<file path="src/coco_io_pkg.sv">
`default_nettype none

package coco_io_pkg;

	////////////////////
	// Widths
	////////////////////
	localparam int ADC_W     = 12;	// ADC conversion result
	localparam int DAC_W     = 12;	// Core DAC sound level
	localparam int AUDIO_W   = 16;	// Output audio sample
	localparam int JOY_BTN_W = 32;	// Digital stick bits
	localparam int AXIS_W    = 8;	// One analog axis
	localparam int RST_CNT_W = 4;	// Reset countdown

	typedef logic [ADC_W-1:0]     adc_value_t;
	typedef logic [DAC_W-1:0]     dac_sound_t;
	typedef logic [AUDIO_W-1:0]   audio_word_t;
	typedef logic [JOY_BTN_W-1:0] joy_buttons_t;
	typedef logic [AXIS_W-1:0]    axis_t;
	typedef logic [RST_CNT_W-1:0] reset_count_t;

	// One converter sample, offered for a single cycle
	typedef struct packed {
		logic       valid;
		adc_value_t value;
	} adc_sample_t;

	typedef struct packed {
		joy_buttons_t buttons;
		axis_t        x;	// Signed in, offset binary out
		axis_t        y;
	} joystick_t;

	// Code 3 unused, decodes like a Dragon 32
	typedef enum logic [1:0] {
		MACH_COCO2    = 2'd0,
		MACH_DRAGON32 = 2'd1,
		MACH_DRAGON64 = 2'd2
	} machine_t;

	typedef struct packed {
		logic dragon;
		logic dragon64;
		logic disk_en;
	} machine_flags_t;

	// Axis midpoint, added mod 256 to center a signed axis
	localparam axis_t AXIS_MID = axis_t'(1 << (AXIS_W - 1));

	////////////////////
	// Parameter defaults
	////////////////////
	localparam int AVG_DEPTH_DEF    = 512;	// Power of two
	localparam int SLICE_THRESH_DEF = 100;	// ADC codes either side of average
	localparam int RESET_CYCLES_DEF = 15;	// Must fit reset_count_t

endpackage

`default_nettype wire

</file>
<file path="src/cassette_audio_mixer.sv">
`default_nettype none

module cassette_audio_mixer
	import coco_io_pkg::*;
(
	input  wire             clk_sys,
	input  wire             i_rst,
	input  wire             i_beep,		// 1-bit sound, loudest
	input  wire dac_sound_t i_dac,
	input  wire             i_monitor,	// Mix tape bit into audio
	input  wire             i_src_adc,	// Tape from ADC slicer, else file
	input  wire             i_adc_bit,
	input  wire             i_file_bit,
	output audio_word_t     o_audio,
	output logic            o_cas_in	// Tape bit into the core
);

	logic tape_bit;

	assign tape_bit = i_src_adc ? i_adc_bit : i_file_bit;

	always_ff @(posedge clk_sys)
	begin
		if (i_rst)
		begin
			o_audio  <= '0;
			o_cas_in <= 1'b0;
		end
		else
		begin
			o_cas_in <= tape_bit;
			// Beeper, DAC top, DAC bit 5 with tape folded in, DAC low, pad
			o_audio  <= {i_beep, i_dac[11:6], i_dac[5] ^ (i_monitor & tape_bit),
			             i_dac[4:0], 3'b000};
		end
	end

	a_beep_msb: assert property (@(posedge clk_sys) disable iff (i_rst)
		!$past(i_rst) |-> (o_audio[AUDIO_W-1] == $past(i_beep)));

endmodule

`default_nettype wire

</file>
<file path="config.mk">
export PLATFORM = sky130hd
export DESIGN_NAME = cassette_audio_mixer
export DESIGN_NICKNAME = d
export VERILOG_FILES = /design/src/coco_io_pkg.sv /design/src/cassette_audio_mixer.sv
export SDC_FILE = /design/constraint.sdc
export NUM_CORES = 1
export LEC_CHECK = 0
export ABC_AREA = 1
export ABC_CLOCK_PERIOD_IN_PS = 800
export BUFFER_PORTS_ARGS = -buffer_cell sky130_fd_sc_hd__clkbuf_2
export CAP_MARGIN = 20
export CORE_MARGIN = 2
export CORE_UTILIZATION = 23
export DETAILED_ROUTE_END_ITERATION = 8
export PLACE_DENSITY = 0.61
export SLEW_MARGIN = 40
export SYNTH_ARGS = -nofsm -noshare
export SYNTH_HDL_FRONTEND = slang
export SYNTH_SLANG_ARGS = --single-unit
</file>
<file path="constraint.sdc">
create_clock -name clk_sys -period 0.8 [get_ports clk_sys]
set_input_delay 0.12 -clock clk_sys [delete_from_list [all_inputs] [get_ports clk_sys]]
set_output_delay 0.12 -clock clk_sys [all_outputs]
set_load 0.03 [all_outputs]
</file>
==> impl_metrics.env <==
export IMPL_ctsResizeCount=41
export IMPL_synth_avg_cell_area_um2=8.593
export IMPL_dieArea_um2=2352
export IMPL_fin_ws_ps=-43.52
export IMPL_htreeDepth=1
export IMPL_cap_violations=0
export IMPL_path_max_fanout=1
export IMPL_finalNonFillerCells=115
export IMPL_min_path_type="in2reg"
export IMPL_postCtsHoldBufs=0
export IMPL_period_share_pct=105.4
export IMPL_initial_core_util_pct=23.70
export IMPL_place_congestion=0.6692
export IMPL_critPathKind="reg2out"
export IMPL_crit_buf_inv=1
export IMPL_synth_edff_count=0
export IMPL_grt_ovfl_total=0
export IMPL_nets=109
export IMPL_arrival_ps=720
export IMPL_via_per_inst=3.496
export IMPL_fin_hold_ws_ps=23.57
export IMPL_worstPathRequired_ps=680
export IMPL_period_needed_ps=843.5
export IMPL_ys_types=9
export IMPL_outcome="complete, but fails checks"
export IMPL_dr_total_vias=402
export IMPL_drc_errors=0
export IMPL_cts_buffers=3
export IMPL_post_cts_buffers=0
export IMPL_critical_path_top_delay_family="flip-flops"
export IMPL_dp_cells=112
export IMPL_grt_max_degree=8
export IMPL_drive_gt1_share_pct=61.36
export IMPL_dp_hpwl_um=700.5
export IMPL_die_height_um=48.50
export IMPL_slew_viol_final=0
export IMPL_ios=36
export IMPL_yosys_warnings=0
export IMPL_core_rowCount=16
export IMPL_wl_per_cell_um=8.078
export IMPL_grtUsageTotal_pct=8.858
export IMPL_grt_pass1_vias=371
export IMPL_core_um2=1922
export IMPL_antenna_found_initial=0
export IMPL_clock_sinks=14
export IMPL_start_kind="register"
export IMPL_first_pass_iters=3
export IMPL_path_clk_slew_ps=80
export IMPL_ys_async_sr_fraction_pct=0
export IMPL_syn_cell_area_um2=455.4
export IMPL_max_freq_ghz=1.186
export IMPL_syn_inst=53
export IMPL_clockRootBuffer="clkbuf_4"
export IMPL_grt_pass1_wl_um=1490
export IMPL_netlist_area_leader_share_pct=61.54
export IMPL_stdcell_area_um2=822.0
export IMPL_endpoint_kind="primary output"
export IMPL_setup_viol=14
export IMPL_slowest_stage="dfxtp_2"
export IMPL_hold_viol_final=0
export IMPL_path_cells="buf_8"
export IMPL_max_clock_path_buffers=2
export IMPL_ant_nets=0
export IMPL_rsz0062_at_grt="yes"
export IMPL_vdd_drop_max_v=0.0007314
export IMPL_diodes=0
export IMPL_yosys_top_cells_area="dfxtp_1, inv_1, nor2_1"
export IMPL_synth_area_leader_cell="dfxtp_1"
export IMPL_area_delta_synth_final_pct=80.49
export IMPL_fillers=203
export IMPL_drt_iter0_drc=1
export IMPL_die_x_um=48.50
export IMPL_cp_slowest_stage_delay_ps=330
export IMPL_p_leak_nw=0.4487
export IMPL_yosysSeqAreaShare_pct=61.54
export IMPL_final_util_pct=42.77
export IMPL_drt_wl_total_um=929
export IMPL_ys_top_cells_by_count="dfxtp_1, inv_1, nor2_1"
export IMPL_cts_tree="done"
export IMPL_synth_seq_cells=14
export IMPL_violations="negative setup slack"
export IMPL_portBuffers=32
export IMPL_pwr_density_cell_nw_per_um2=1769
export IMPL_postPlaceCellArea_um2=641.9
export IMPL_synth_ff_type="dfxtp_1"
## cell families after synthesis
| family | Yosys count | share of synthesized area (%) |
|---|---|---|
| AOI/OAI and AO/OA | 2 | 2.198 |
| and+or+nand+nor | 18 | 17.31 |
| buffers and inverters | 18 | 18.13 |
| DFF | 14 | 61.54 |
| other | 1 | 0.8234 |
## path summary, 6_finish.rpt
| path | from | to | cells past startpoint |
|---|---|---|---|
| max | o_audio[6]$_SDFF_PP0_ | o_audio[6] | 1 |
| min | i_dac[9] | o_audio[12]$_SDFF_PP0_ | 3 |
## layout make-up
class | instances | area, um^2 | area share (%)
Timing Repair Buffer | 34 | 315.3 | 38.36
Sequential cell | 14 | 297.8 | 36.23
Multi-Input combinational cell | 23 | 100.1 | 12.18
Clock buffer | 3 | 22.52 | 2.740
Inverter | 14 | 52.55 | 6.393
Tap cell | 27 | 33.78 | 4.110
## state kept, by name (all words and copies together) (netlist names)
name	flops
o_audio	13
o_cas_in	1
## layout by cell type (no fill, tap or decap)
| cell | count |
|---|---|
| inv_1 | 14 |
| buf_4 | 2 |
| clkbuf_2 | 18 |
| dfxtp_2 | 14 |
| conb_1 | 3 |
| buf_8 | 14 |
| nand3_2 | 1 |
| clkbuf_4 | 3 |
| nand2_1 | 2 |
| nor2_1 | 13 |
| nand2_2 | 2 |
| a21oi_1 | 2 |
## power breakdown
part / switching, mW / internal [mW]
registers: 0.0244 / 0.744
clock network: 0.197 / 0.174
logic: 0.159 / 0.155
total: 0.381 / 1.07
## through the flow
step | TNS, ps | worst slack (ps) | power (mW)
5_1_grt | -971.7 | -82.60 | 1.534
6_report | -530.3 | -43.52 | 1.454
2_1_floorplan | 0 | 220.7 | 0.9194
4_1_cts | -905.3 | -71.22 | 1.450
3_5_place_dp | 0 | 138.8 | 1.004
3_3_place_gp | 0 | 165.3 | 0.9995
## metal layers
layer / wire length [um] / up-vias / share of wire [%] / track usage, %
li1: - / 210 / - / -
met1: 287 / 173 / 31 / 7.171
met2: 562 / 17 / 60 / 16.90
met3: 60 / 2 / 6.5 / 2.160
met4: 19 / 0 / 2.0 / 8.571
met5: 0 / - / 0 / 0
Power figures use the tool's default switching activity.
