**config.mk**
```make
export PLATFORM = sky130hd
export DESIGN_NAME = machine_reset_ctrl
export DESIGN_NICKNAME = d
export VERILOG_FILES = /design/src/coco_io_pkg.sv /design/src/machine_reset_ctrl.sv
export SDC_FILE = /design/constraint.sdc
export NUM_CORES = 1
export LEC_CHECK = 0
export ABC_AREA = 1
export BUFFER_PORTS_ARGS = -buffer_cell sky130_fd_sc_hd__buf_2
export CAP_MARGIN = 20
export CORE_AREA = 5 5 42 44
export CTS_CLUSTER_SIZE = 8
export DETAILED_ROUTE_END_ITERATION = 8
export DIE_AREA = 0 0 47 49
export GPL_ROUTABILITY_DRIVEN = 0
export HOLD_SLACK_MARGIN = 0.05
export PLACE_DENSITY = 0.72
export SLEW_MARGIN = 25
export SYNTH_ARGS = -nofsm -noshare
export SYNTH_HDL_FRONTEND = slang
export SYNTH_SLANG_ARGS = --single-unit
```
**constraint.sdc**
```tcl
create_clock -name clk_sys -period 2.1 [get_ports clk_sys]
set_input_delay 0.21 -clock clk_sys [delete_from_list [all_inputs] [get_ports clk_sys]]
set_output_delay 0.21 -clock clk_sys [all_outputs]
set_load 0.005 [all_outputs]
```
**src/coco_io_pkg.sv**
```systemverilog
`default_nettype none

package coco_io_pkg;

	////////////////////
	// Widths
	////////////////////
	localparam int ADC_W     = 12;	// ADC conversion result
	localparam int DAC_W     = 12;	// Core DAC sound level
	localparam int AUDIO_W   = 16;	// Output audio sample
	localparam int JOY_BTN_W = 32;	// Digital stick bits
	localparam int AXIS_W    = 8;	// One analog axis
	localparam int RST_CNT_W = 4;	// Reset countdown

	typedef logic [ADC_W-1:0]     adc_value_t;
	typedef logic [DAC_W-1:0]     dac_sound_t;
	typedef logic [AUDIO_W-1:0]   audio_word_t;
	typedef logic [JOY_BTN_W-1:0] joy_buttons_t;
	typedef logic [AXIS_W-1:0]    axis_t;
	typedef logic [RST_CNT_W-1:0] reset_count_t;

	// One converter sample, offered for a single cycle
	typedef struct packed {
		logic       valid;
		adc_value_t value;
	} adc_sample_t;

	typedef struct packed {
		joy_buttons_t buttons;
		axis_t        x;	// Signed in, offset binary out
		axis_t        y;
	} joystick_t;

	// Code 3 unused, decodes like a Dragon 32
	typedef enum logic [1:0] {
		MACH_COCO2    = 2'd0,
		MACH_DRAGON32 = 2'd1,
		MACH_DRAGON64 = 2'd2
	} machine_t;

	typedef struct packed {
		logic dragon;
		logic dragon64;
		logic disk_en;
	} machine_flags_t;

	// Axis midpoint, added mod 256 to center a signed axis
	localparam axis_t AXIS_MID = axis_t'(1 << (AXIS_W - 1));

	////////////////////
	// Parameter defaults
	////////////////////
	localparam int AVG_DEPTH_DEF    = 512;	// Power of two
	localparam int SLICE_THRESH_DEF = 100;	// ADC codes either side of average
	localparam int RESET_CYCLES_DEF = 15;	// Must fit reset_count_t

endpackage

`default_nettype wire

```
**src/machine_reset_ctrl.sv**
```systemverilog
`default_nettype none

module machine_reset_ctrl
	import coco_io_pkg::*;
#(
	parameter int RESET_CYCLES = RESET_CYCLES_DEF
)
(
	input  wire            clk_sys,
	input  wire            i_rst,
	input  wire machine_t  i_machine,
	input  wire            i_disk_sel,	// Disk cartridge instead of ROM cart
	input  wire            i_hard_req,	// Menu hard-reset bit, any toggle counts
	input  wire            i_user_rst,
	output machine_flags_t o_flags,
	output logic           o_sys_rst,
	output logic           o_hard_rst
);

	localparam reset_count_t RESET_LOAD = reset_count_t'(RESET_CYCLES);

	machine_t     machine_q;	// Settings seen last cycle
	logic         disk_q;
	logic         hreq_q;
	logic         change;
	reset_count_t rst_cnt;	// Cycles of system reset left

	// Any difference against the stored copy restarts the sequence
	assign change = (i_machine != machine_q) ||
	                (i_disk_sel != disk_q) ||
	                (i_hard_req != hreq_q);

	assign o_sys_rst = (rst_cnt != '0) | i_user_rst;	// User reset passes straight through

	////////////////////
	// Change detect and countdown
	////////////////////
	always_ff @(posedge clk_sys)
	begin
		if (i_rst)
		begin
			machine_q  <= MACH_COCO2;
			disk_q     <= 1'b0;
			hreq_q     <= 1'b0;
			rst_cnt    <= '0;
			o_hard_rst <= 1'b0;
			o_flags    <= '0;
		end
		else
		begin
			machine_q <= i_machine;
			disk_q    <= i_disk_sel;
			hreq_q    <= i_hard_req;

			if (change)
				rst_cnt <= RESET_LOAD;	// Reload even mid-countdown
			else if (rst_cnt != '0)
				rst_cnt <= rst_cnt - 1'b1;

			// Only the first cycle of a fresh reset window
			o_hard_rst <= change & (rst_cnt == '0);

			// Flag decode, code 3 behaves as a Dragon 32
			o_flags.dragon   <= (i_machine != MACH_COCO2);
			o_flags.dragon64 <= (i_machine == MACH_DRAGON64);
			o_flags.disk_en  <= i_disk_sel;
		end
	end

	a_hard_one_cycle: assert property (@(posedge clk_sys) disable iff (i_rst)
		o_hard_rst |=> !o_hard_rst);

endmodule

`default_nettype wire

```
==> results <==
- The number of global-route vias before repair is 402.
- The worst setup path is captured at an output pin.
- The post-synthesis share of cell area spent on and, or, nand and nor gates is 0.413.
- A synthesized cell averages around 7 µm².
- The setup skew after layout is 0.00118 ns.
- The share of total power dissipated in combinational logic is 0.164.
- The share of the synthesized netlist area taken by xor and xnor gates is 0.0157.
- The actual slew at the worst max-slew pin is 0.187 ns.
- By count the netlist is led by sky130_fd_sc_hd__nand2_1, sky130_fd_sc_hd__inv_1, sky130_fd_sc_hd__dfxtp_1.
- Measured along the y axis, the die boundary spans 49 µm.
- Headroom to the max-slew limit came out at 0.875.
- The net count of the finished layout is 101.
- The maximum fanout along the worst path is 5.
- The number of cells traversed by the worst register-to-register path is 9.
- The Yosys step of the flow raised 0 warnings.
- The fraction of final layout cells sized beyond drive strength 1 is 0.319.
- After synthesis, the cell types taking the most area are sky130_fd_sc_hd__dfxtp_1, sky130_fd_sc_hd__nand2_1, sky130_fd_sc_hd__inv_1.
- In the routed design, unresolved DRC markers number 0.
- The flow ran to the end, and the final reports show no timing, DRC or antenna violations.
- The clock share of power is 0.316.
- The growth of design area from synthesis to finish is 16.2%.
- Dividing the detail-routed via count by the number of cells gives 4.29.
- The synthesized netlist net count is 87.
- Summed over all layers, the routed wires come to 845 µm.
- The number of gates resized after cts is 0.
- The mapped netlist covers between 500 and 600 µm².
- Once detailed placement completed, the half-perimeter wirelength came to between 600 and 700 µm.
- The number of optimization iterations in the first detailed-route pass is 4.
- The pin count of the biggest net entering global routing is 9.
- The synthesized-area fraction occupied by ao, oa, aoi and oai cells is 0.00899.
- The number of distinct library cells after synthesis is 17.
- In the finished design, the share of the clock period the worst path needs comes to 0.765.
- Including well taps, the total number of placed cells is 103.
- The overall via count from detail_route is about 460.
- The final max-slew violation count is 0.
- Leaving out filler cells and counting taps, the final layout contains 107.
- The global-route wire length before repair is 1500 µm.
- The proportion of power drawn by flip-flops and latches is 0.521.
- In this run the most critical hold path is launched from i_machine[0].
- At the worst endpoint, the required time is about 1.9 ns.
- The cell count after synthesis came out at 78.
- Clock tree synthesis inserted a total of 3 buffers.
- The critical path data arrival time is 1.40 ns.
- The count of nets left with antenna violations once routing finished came out at 0.
- The clock passes through at most 2 buffers.
- The final total negative setup slack is 0 ns.
- 12 I/O pins were placed.
- In the synthesized netlist the dominant register cell turns out to be sky130_fd_sc_hd__dfxtp_1.
- After detailed routing, the average wire length per cell comes to 7.90 µm.
- Setup repair after global routing left no endpoint under its margin.
- The arithmetic-cell share of the synthesized area counting full adders, half adders and majority gates is 0.0449.
- Of the post-synthesis cell area, the part taken by muxes is 0.
- The worst-case IR drop observed on VDD is ~0.32 mV.
- The synthesized design contains 0 enable-type register cells.
- The critical path in this run is classified as register to output pin.
- The design draws 0.000437 W.
- For the finished layout, the period the worst path requires is 1.61 ns.
- The largest family of logic cells by synthesized area is simple AND/OR/NAND/NOR gates.
- The launching element type of the critical path is a register.
- The cell-internal power is 0.000323 W.
- For this run, the share of the core covered by cells in the final layout is 0.462.
- The tree built by TritonCTS fans out to 11 sinks.
- The total setup violations reported at the end of the flow is 0.
- The number of antenna violations at the first check in global routing is 0.
- The antenna cell count is 0.
- The worst register-to-register path has a setup slack of 0.88 ns.
- The CTS tree is built.
- The initial DRC count is 9.
- The path class of the tightest hold or removal check is primary input to register.
- The tree is rooted in a sky130_fd_sc_hd__clkbuf_4.
- The initial utilization of the core area, before any placement, comes to 0.397.
- The worst flop-to-flop path startpoint is rst_cnt[0].
- The capture point of the worst reg-to-reg path is rst_cnt[0].
- The latest clock arrival within the worst-skew pair is 0.26 ns.
- The number of setup buffers added after CTS is 0.
- The net switching fraction of the power is 0.261.
- The sink of the worst hold path is o_flags[1].
- The highest clock rate is 0.622 GHz.
- The power density over the cells is 675 nW/µm².
- The number of H-tree levels is 1.
- For this design the total switching power over the nets is between 0.0001 and 0.00015 W.
- Clock-pin slew was measured on the worst setup and hold paths at 0.07 ns.
- The number of violations of the max-capacitance limit is 0.
- The largest total area in the synthesized netlist belongs to sky130_fd_sc_hd__dfxtp_1.
- The finished cells cover 647 µm².
- The die span in x is 47 µm.
- The final number of hold-violating endpoints is 0.
- The standard cell area after detailed placement is 621 µm².
- The leakage component of the power is 0.351 nW.
- The number of synthesized register bits is 11.
- The post-synthesis sequential area ratio is 0.396.
- The most common cell in the synthesized netlist is sky130_fd_sc_hd__nand2_1.
- After synthesis, the share of flip-flops with an asynchronous set or reset is 0.
- The overflow left after global routing is 0.
- The total number of placement rows is 14.
- The overall track demand over capacity in global routing is 0.0892.
- The total of hold buffers inserted after clock tree synthesis is 0.
- The area of the die is ~2300 µm².
- The number of cells on the worst hold path is 2.
- The core region area is 1400 µm².
- The fraction of post-synthesis cell area in the top cell type by area is 0.396.
- Input and output buffers added on the ports amount to 11.
==> power groups by stage <==
stage | Sequential, W | Combinational [W] | Clock (W)
CTS | 0.000227 | 0.0000727 | 0.000146
global placement | 0.000232 | 0.0000705 | 0
detailed placement | 0.000232 | 0.0000723 | 0
finish | 0.000227 | 0.0000715 | 0.000138
global route | 0.000229 | 0.0000841 | 0.000155
floorplan | 0.000232 | 0.0000551 | 0
==> state kept, by name (all words and copies together) (netlist names) <==
signal	count
hreq_q	1
machine_q	2
o_hard_rst	1
rst_cnt	4
o_flags	2
disk_q	1
==> critical path: stages, from the launching register on <==
cell and delay [ns]:
sky130_fd_sc_hd__dfxtp_1 0.31, sky130_fd_sc_hd__inv_1 0.12, sky130_fd_sc_hd__ha_1 0.21, sky130_fd_sc_hd__nand3_2 0.10
sky130_fd_sc_hd__or2_2 0.27, sky130_fd_sc_hd__buf_2 0.13
==> kinds of logic (layout without fill, tap and decap cells) <==
| group | Yosys count | count (layout) |
|---|---|---|
| XOR/XNOR | 1 | 1 |
| AND/OR/NAND/NOR | 46 | 46 |
| buffers and inverters | 17 | 30 |
| flip-flops | 11 | 11 |
| adder cells (fa/ha/maj) | 2 | 2 |
| AO/OA/AOI/OAI | 1 | 1 |
==> worst max-delay path by stage <==
stage / from / endpoint / slack [ns] / cells past startpoint
after global placement: rst_cnt[0] / o_sys_rst / 0.80 / 5
after global routing: rst_cnt[0] / o_sys_rst / 0.39 / 5
after detailed placement: rst_cnt[0] / o_sys_rst / 0.77 / 5
final: rst_cnt[0] / o_sys_rst / 0.49 / 5
after floorplan: rst_cnt[0] / o_sys_rst / 0.93 / 4
after CTS: rst_cnt[0] / o_sys_rst / 0.48 / 5
==> metal layers <==
layer	share of wire	global-route usage	vias up
li1	-	-	252
met4	0.0071	0.0553	0
met1	0.46	0.107	195
met3	0.053	0.0221	2
met2	0.48	0.136	10
met5	0	0	-
==> area by class of cell <==
type | count | area [µm²]
clock buffers | 4 | 26.3
multi-input cells | 50 | 269
fillers | 150 | 754
flip-flops and latches | 11 | 220
well taps | 16 | 20.0
inverters | 15 | 56.3
repair buffers | 11 | 55.1
==> cell usage in the layout, fill, tap and decap left out <==
| cell type | netlist | final |
|---|---|---|
| sky130_fd_sc_hd__a21oi_1 | 1 | 1 |
| sky130_fd_sc_hd__buf_2 | 0 | 11 |
| sky130_fd_sc_hd__clkbuf_1 | 1 | 1 |
| sky130_fd_sc_hd__clkbuf_4 | 0 | 3 |
| sky130_fd_sc_hd__dfxtp_1 | 11 | 11 |
| sky130_fd_sc_hd__ha_1 | 2 | 2 |
| sky130_fd_sc_hd__inv_1 | 12 | 12 |
| sky130_fd_sc_hd__inv_2 | 3 | 3 |
| sky130_fd_sc_hd__nand2_1 | 19 | 19 |
| sky130_fd_sc_hd__nand2_2 | 7 | 7 |
| sky130_fd_sc_hd__nand3_1 | 4 | 4 |
| sky130_fd_sc_hd__nand3_2 | 1 | 1 |
| sky130_fd_sc_hd__nand4_1 | 1 | 1 |
| sky130_fd_sc_hd__nor2_1 | 9 | 9 |
| sky130_fd_sc_hd__nor2_4 | 3 | 3 |
| sky130_fd_sc_hd__nor3_1 | 1 | 1 |
| sky130_fd_sc_hd__or2_2 | 1 | 1 |
| sky130_fd_sc_hd__xor2_1 | 1 | 1 |
==> metrics by stage <==
step | setup WS [ns] | hold slack [ns]
after global placement | 0.800 | 0.425
final | 0.493 | 0.151
after detailed placement | 0.768 | 0.427
after global routing | 0.391 | 0.160
after floorplan | 0.927 | 0.288
after CTS | 0.477 | 0.146
Note: power is estimated with default switching activity, not from simulation.
