$ cat src/coco_io_pkg.sv
`default_nettype none

package coco_io_pkg;

	////////////////////
	// Widths
	////////////////////
	localparam int ADC_W     = 12;	// ADC conversion result
	localparam int DAC_W     = 12;	// Core DAC sound level
	localparam int AUDIO_W   = 16;	// Output audio sample
	localparam int JOY_BTN_W = 32;	// Digital stick bits
	localparam int AXIS_W    = 8;	// One analog axis
	localparam int RST_CNT_W = 4;	// Reset countdown

	typedef logic [ADC_W-1:0]     adc_value_t;
	typedef logic [DAC_W-1:0]     dac_sound_t;
	typedef logic [AUDIO_W-1:0]   audio_word_t;
	typedef logic [JOY_BTN_W-1:0] joy_buttons_t;
	typedef logic [AXIS_W-1:0]    axis_t;
	typedef logic [RST_CNT_W-1:0] reset_count_t;

	// One converter sample, offered for a single cycle
	typedef struct packed {
		logic       valid;
		adc_value_t value;
	} adc_sample_t;

	typedef struct packed {
		joy_buttons_t buttons;
		axis_t        x;	// Signed in, offset binary out
		axis_t        y;
	} joystick_t;

	// Code 3 unused, decodes like a Dragon 32
	typedef enum logic [1:0] {
		MACH_COCO2    = 2'd0,
		MACH_DRAGON32 = 2'd1,
		MACH_DRAGON64 = 2'd2
	} machine_t;

	typedef struct packed {
		logic dragon;
		logic dragon64;
		logic disk_en;
	} machine_flags_t;

	// Axis midpoint, added mod 256 to center a signed axis
	localparam axis_t AXIS_MID = axis_t'(1 << (AXIS_W - 1));

	////////////////////
	// Parameter defaults
	////////////////////
	localparam int AVG_DEPTH_DEF    = 512;	// Power of two
	localparam int SLICE_THRESH_DEF = 100;	// ADC codes either side of average
	localparam int RESET_CYCLES_DEF = 15;	// Must fit reset_count_t

endpackage

`default_nettype wire

$ cat src/joystick_router.sv
`default_nettype none

module joystick_router
	import coco_io_pkg::*;
(
	input  wire            clk_sys,
	input  wire            i_rst,
	input  wire joystick_t i_joy_a,
	input  wire joystick_t i_joy_b,
	input  wire            i_swap,	// Exchange the two ports
	output joystick_t      o_joy_1,
	output joystick_t      o_joy_2
);

	// Signed axis to offset binary, buttons untouched
	function automatic joystick_t center_axes(input joystick_t j);
		joystick_t r;
		r   = j;
		r.x = j.x + AXIS_MID;	// Mod 256, flips the top bit
		r.y = j.y + AXIS_MID;
		return r;
	endfunction

	joystick_t sel_1;
	joystick_t sel_2;

	assign sel_1 = i_swap ? i_joy_b : i_joy_a;
	assign sel_2 = i_swap ? i_joy_a : i_joy_b;

	always_ff @(posedge clk_sys)
	begin
		if (i_rst)
		begin
			o_joy_1 <= '0;
			o_joy_2 <= '0;
		end
		else
		begin
			o_joy_1 <= center_axes(sel_1);
			o_joy_2 <= center_axes(sel_2);
		end
	end

endmodule

`default_nettype wire

$ cat config.mk
export PLATFORM = sky130hd
export DESIGN_NAME = joystick_router
export DESIGN_NICKNAME = d
export VERILOG_FILES = /design/src/coco_io_pkg.sv /design/src/joystick_router.sv
export SDC_FILE = /design/constraint.sdc
export NUM_CORES = 1
export LEC_CHECK = 0
export BUFFER_PORTS_ARGS = -buffer_cell sky130_fd_sc_hd__buf_4
export CORE_MARGIN = 10
export CORE_UTILIZATION = 39
export CTS_CLUSTER_DIAMETER = 150
export DETAILED_ROUTE_END_ITERATION = 10
export HOLD_SLACK_MARGIN = 0.03
export PLACE_DENSITY = 0.75
export SETUP_SLACK_MARGIN = 0.5
export SYNTH_ARGS = -nofsm -noshare
export SYNTH_HDL_FRONTEND = slang
export SYNTH_SLANG_ARGS = --single-unit
export TNS_END_PERCENT = 20
$ cat constraint.sdc
create_clock -name clk_sys -period 0.8 [get_ports clk_sys]
set_clock_uncertainty 0.05 [all_clocks]
set_input_delay 0 -clock clk_sys [delete_from_list [all_inputs] [get_ports clk_sys]]
set_output_delay 0 -clock clk_sys [all_outputs]
set_load 0.005 [all_outputs]
==> flow_summary.ini, run 1 <==
[outcome]
status = finished with violations
failed_checks = negative hold slack, negative setup slack

[clock_tree]
cts_tree = done
clk_pin_slew_worst_paths_ns = 0.10
cts_root_buffer = clkbuf_8
clock_path_buffers = 2
post_cts_buffers = 0
cts-htree-levels = 3
clock-sinks = 96
cts_buffers = 9

[cells_and_area]
multi_input_area_sq_um = 1420
drive_gt1_share_pct = 59.8
nFillCells = 681
post-route-util_pct = 66.2
n_antenna_cell = 0
fin_nets = 606
register_area_sq_um = 2010
area.growth.synth_to_final_pct = 65.4
stdcell_count = 620

[die]
initial_core_util_pct = 40.0
ioPinCount = 195
fp.dieH_um = 114
num_rows = 34
core-area_sq_um = 8680
die_x_um = 114
die-area_sq_um = 13100

[synth]
yosysWarnings = 0
postSynthAreaPerCell_sq_um = 11.2
netlist_top_cells_count = 96 x dfxtp_1, 92 x mux2i_1, 92 x nor2_1, 8 x buf_8, 6 x buf_2
syn-num-nets = 409
syn_inst = 310
synthDistinctLibCells = 10
synth_most_common_cell = dfxtp_1
yosysSeqAreaShare_pct = 55.3
ys_ff_latch = 96
async_flop_share_pct = 0
yosysTopAreaCell = dfxtp_1
synth_edf_count = 0
ys.flop_type = dfxtp_1
netlist_area_sq_um = 3470
synth.top_cell.area_share_pct = 55.3
ys_top_cells_by_area = dfxtp_1 55%, mux2i_1 27%, nor2_1 9.9%, buf_8 3.5%, buf_12 1.2%

[timing]
slew_headroom_pct = 86.2
timing.final.crit_share_pct = 104
setup_violations = 96
hold_ws_ns = -0.220
worst_slack_ns = -0.0347
finalMaxSlewViolations = 0
fin_crit_ns = 0.835
tns_ns = -1.91
fmax_ghz = 1.20
worst_pin_slew_ns = 0.207
rsz0062_at_grt = true
hold_viol = 96

[worst_setup_path]
worst-path-buf-inv = 1
cp_cell_sequence = buf_6
crit_family = flip-flops
critPathSlowestCell = dfxtp_2
critPathKind = reg2out
cp.required_ns = 0.75
crit_path_start_kind = register
cpPeakStageDelay_ns = 0.34
crit_fanout = 1
critical_path_arrival_ns = 0.78
critPathCaptureType = primary output

[power_and_ir_drop]
ir_worst_vdd_uv = 1180
leakage_nw = 2.82
powerDensity_nw_per_um2 = 1820

[detailed_routing]
ant_nets = 0
routed_via_density = 4.59
dr.pass1.iters = 4
totalWireLength_um = 10400
vias = 2848
drt_iter0_drc = 92
avgRoutedWirePerCell_um = 16.8
drc = 0

[placement]
gp_congestion = 0.697
dp_cells = 604
port_buffers = 194
dpl.hpwl_um = 8030

[global_routing]
grt-ovfl-total = 0
grt_max_degree = 28
antenna_found_initial = 0
grt_use_total_pct = 14.6
grt_pass1_vias = 3019
grt_pass1_wl_um = 15400

[job]
maxCapViolations = 0

[hold_path]
min_to = o_joy_1[7]
hp-start = i_joy_b[7]
worstHoldPathCells = 2
worst_hold_path_type = in2reg
[logic make-up after synthesis]
group | share of synthesized area, %
compound gates | 0.865
mux | 26.5
flops | 55.3
buf+inv | 6.34
simple gates | 11.0
[report_power, final]
part / internal (W) / switching [W] / leakage, nW
Combinational: 0.00126 / 0.000741 / 1.90
Sequential: 0.00514 / 0.000133 / 0.818
Clock: 0.00154 / 0.00163 / 0.0928
[per-layer routing]
| layer | global-route usage [%] | vias up | part of all wire (%) |
|---|---|---|---|
| li1 | - | 1411 | - |
| met1 | 14.3 | 1328 | 36 |
| met2 | 26.4 | 101 | 53 |
| met3 | 7.18 | 8 | 10 |
| met4 | 4.43 | 0 | 1.1 |
| met5 | 0 | - | 0 |
[registers in the layout, indices dropped and copies added (netlist names)]
register  flops
o_joy_1      48
o_joy_2      48
[how the worst max path moves through the flow]
stage / start / to / slack, ns / cells after the start
CTS: o_joy_1[5] / o_joy_1[5] / -0.06 / 1
global route: o_joy_1[13] / o_joy_1[13] / -0.07 / 1
global placement: i_swap / o_joy_2[9] / -0.05 / 4
detailed placement: i_swap / o_joy_2[40] / -0.10 / 4
finish: o_joy_1[5] / o_joy_1[5] / -0.03 / 1
floorplan: i_swap / o_joy_1[21] / 0.13 / 4
[area by class of cell]
cell class | instances | share of cell area, %
clock inverter | 4 | 0.936
timing repair buffer | 208 | 34.5
clock buffer | 12 | 2.53
sequential | 96 | 34.9
tap | 108 | 2.35
multi-input combinational | 192 | 24.8
[stage by stage]
step / hold slack (ns) / setup WS, ns / power [W] / area [sq um]
2_1_floorplan: 0.0475 / 0.129 / 0.00600 / 3480
3_3_place_gp: 0.146 / -0.0534 / 0.00699 / 5000
3_5_place_dp: 0.146 / -0.100 / 0.00705 / 5000
4_1_cts: -0.231 / -0.0560 / 0.0104 / 5560
5_1_grt: -0.235 / -0.0694 / 0.0109 / 5750
6_report: -0.220 / -0.0347 / 0.0105 / 5750
[cell usage in the layout (no fill, tap or decap)]
cell | Yosys | routed
dfxtp_1 | 96 | 29
clkinvlp_4 | 0 | 2
buf_12 | 2 | 3
mux2i_2 | 0 | 7
a211oi_2 | 0 | 4
buf_16 | 0 | 4
dfxtp_2 | 0 | 67
mux2i_4 | 0 | 2
bufinv_16 | 0 | 1
buf_6 | 1 | 77
nor2b_4 | 0 | 4
clkinv_4 | 0 | 1
clkbuf_1 | 5 | 2
mux2i_1 | 92 | 83
buf_8 | 8 | 2
clkbuf_8 | 0 | 10
nor2_1 | 92 | 92
buf_4 | 0 | 122
[what timing repair did]
item,in CTS,in global routing
gates resized for setup,106,74
pin swaps,88,95
hold endpoints to repair,96,96
setup endpoints to repair,192,192
Note: power is estimated with default switching activity, not from simulation.
==> inputs of run 2 (changes only) <==
--- a/config.mk
+++ b/config.mk
@@ -6,7 +6,7 @@
 export NUM_CORES = 1
 export LEC_CHECK = 0
 export BUFFER_PORTS_ARGS = -buffer_cell sky130_fd_sc_hd__buf_4
-export CORE_MARGIN = 10
+export CORE_MARGIN = 3
 export CORE_UTILIZATION = 39
 export CTS_CLUSTER_DIAMETER = 150
 export DETAILED_ROUTE_END_ITERATION = 10
==> run 2 against run 1 <==
  * The flow still finishes with violations (negative hold slack, negative setup slack)
  * Global-route usage rose by 2.8 points
  * Cell count fell by 1.6%
  * Total power rose by 1.9%
  * Clock power rose by 8.5%
  * Clock-buffer cell count fell by 2
  * Flip-flop and latch count did not move
  * Core utilization rose by 1.1 points
  * Final area fell by 1.4%
  * Via count rose by 0.77%
  * Sequential power barely moved
  * Wire length fell by 13%
  * Critical endpoint is now o_joy_1[38]
  * Highest routed layer unchanged
==> flow_summary.ini, run 2 (synthesized netlist as in run 1, its figures left out) <==
[outcome]
status = finished with violations
failed_checks = negative hold slack, negative setup slack

[worst_setup_path]
critical_path_arrival_ns = 0.79
cpPeakStageDelay_ns = 0.32
critPathKind = reg2out
cp_cell_sequence = buf_4
worst-path-buf-inv = 1
critPathSlowestCell = dfxtp_1
crit_fanout = 1
critPathCaptureType = primary output
cp.required_ns = 0.75
crit_family = flip-flops
crit_path_start_kind = register

[global_routing]
grt_use_total_pct = 17.4
antenna_found_initial = 0
grt_pass1_wl_um = 13900
grt_pass1_vias = 2886
grt_max_degree = 38
grt-ovfl-total = 0

[hold_path]
worst_hold_path_type = in2reg

[detailed_routing]
vias = 2870
dr.pass1.iters = 4
avgRoutedWirePerCell_um = 14.8
ant_nets = 0
drc = 0
drt_iter0_drc = 42
routed_via_density = 4.70
totalWireLength_um = 9020

[cells_and_area]
drive_gt1_share_pct = 59.8
fin_nets = 600
post-route-util_pct = 67.3
n_antenna_cell = 0
register_area_sq_um = 2000
layout_commonest_cell = buf_4
final_cell_mix = 124 x buf_4, 92 x nor2_1, 79 x mux2i_1
multi_input_area_sq_um = 1420
reg_top3 = o_joy_1: 48 flops, o_joy_2: 48 flops
nFillCells = 651
area.growth.synth_to_final_pct = 63.1

[timing]
worst_pin_slew_ns = 0.228
setup_violations = 96
timing.final.crit_share_pct = 105
rsz0062_at_grt = true
hold_viol = 96
finalMaxSlewViolations = 0
fmax_ghz = 1.19
slew_headroom_pct = 84.8
worst_slack_ns = -0.0375
fin_crit_ns = 0.837
hold_ws_ns = -0.205

[die]
core-area_sq_um = 8420
num_rows = 33
initial_core_util_pct = 41.2
die_x_um = 100
ioPinCount = 195
die-area_sq_um = 10100
fp.dieH_um = 100

[job]
maxCapViolations = 0

[clock_tree]
post_cts_buffers = 0
cts_buffers = 9
clock_path_buffers = 2
cts_root_buffer = clkbuf_8
cts_tree = done
cts-htree-levels = 3
clock-sinks = 96
clk_pin_slew_worst_paths_ns = 0.09

[power_and_ir_drop]
leakage_nw = 2.78
powerDensity_nw_per_um2 = 1880
ir_worst_vdd_uv = 939

[placement]
port_buffers = 194
gp_congestion = 0.754
dpl.hpwl_um = 6730
==> run 2: cell types whose count changed in the layout (fill, tap and decap cells not counted), moves of 3 or more <==
| cell | previous run | this run |
|---|---|---|
| buf_6 | 77 | 71 |
| dfxtp_2 | 67 | 64 |
| mux2i_1 | 83 | 79 |
| mux2i_2 | 7 | 13 |
| dfxtp_1 | 29 | 32 |
==> run 2: cell type report <==
| class | instances | area share [%] |
|---|---|---|
| clock inverter | 5 | 1.44 |
| tap | 105 | 2.32 |
| clock buffer | 10 | 2.43 |
| timing repair buffer | 202 | 33.4 |
| multi-input combinational | 192 | 25.1 |
| sequential | 96 | 35.3 |
==> run 2: per-layer routing <==
| metal | global-route usage (%) | up-vias | share of wire [%] |
|---|---|---|---|
| met5 | 0 | - | 0 |
| met4 | 6.32 | 0 | 1.8 |
| met3 | 5.35 | 16 | 8.5 |
| met2 | 31.9 | 123 | 53 |
| met1 | 18.7 | 1333 | 36 |
| li1 | - | 1398 | - |
==> run 2: final timing paths <==
path | cells past startpoint | from | end | slack, ns
min | 2 | i_joy_a[7] | o_joy_2[7] | -0.20
max | 1 | o_joy_1[38] | o_joy_1[38] | -0.04
==> run 2: report_power, final <==
part | internal, W | switching (W) | leakage, nW
Sequential | 0.00514 | 0.000136 | 0.817
Combinational | 0.00122 | 0.000712 | 1.85
Clock | 0.00183 | 0.00161 | 0.108
==> run 2: what timing repair did <==
action,CTS,global route
endpoints found under the hold margin,96,96
cloned,0,0
setup endpoints to repair,192,192
pin swaps,88,95
gates resized for setup,93,72
==> run 2: metrics by stage <==
| step | cells | setup slack (ns) | setup TNS [ns] | instance area (sq um) | power (W) |
|---|---|---|---|---|---|
| 2_1_floorplan | 310 | 0.129 | 0 | 3480 | 0.00600 |
| 3_3_place_gp | 595 | -0.0378 | -0.816 | 4960 | 0.00696 |
| 3_5_place_dp | 595 | -0.0603 | -2.51 | 4960 | 0.00701 |
| 4_1_cts | 610 | -0.0636 | -4.55 | 5470 | 0.0106 |
| 5_1_grt | 610 | -0.0762 | -5.85 | 5670 | 0.0111 |
| 6_report | 610 | -0.0375 | -2.01 | 5670 | 0.0106 |
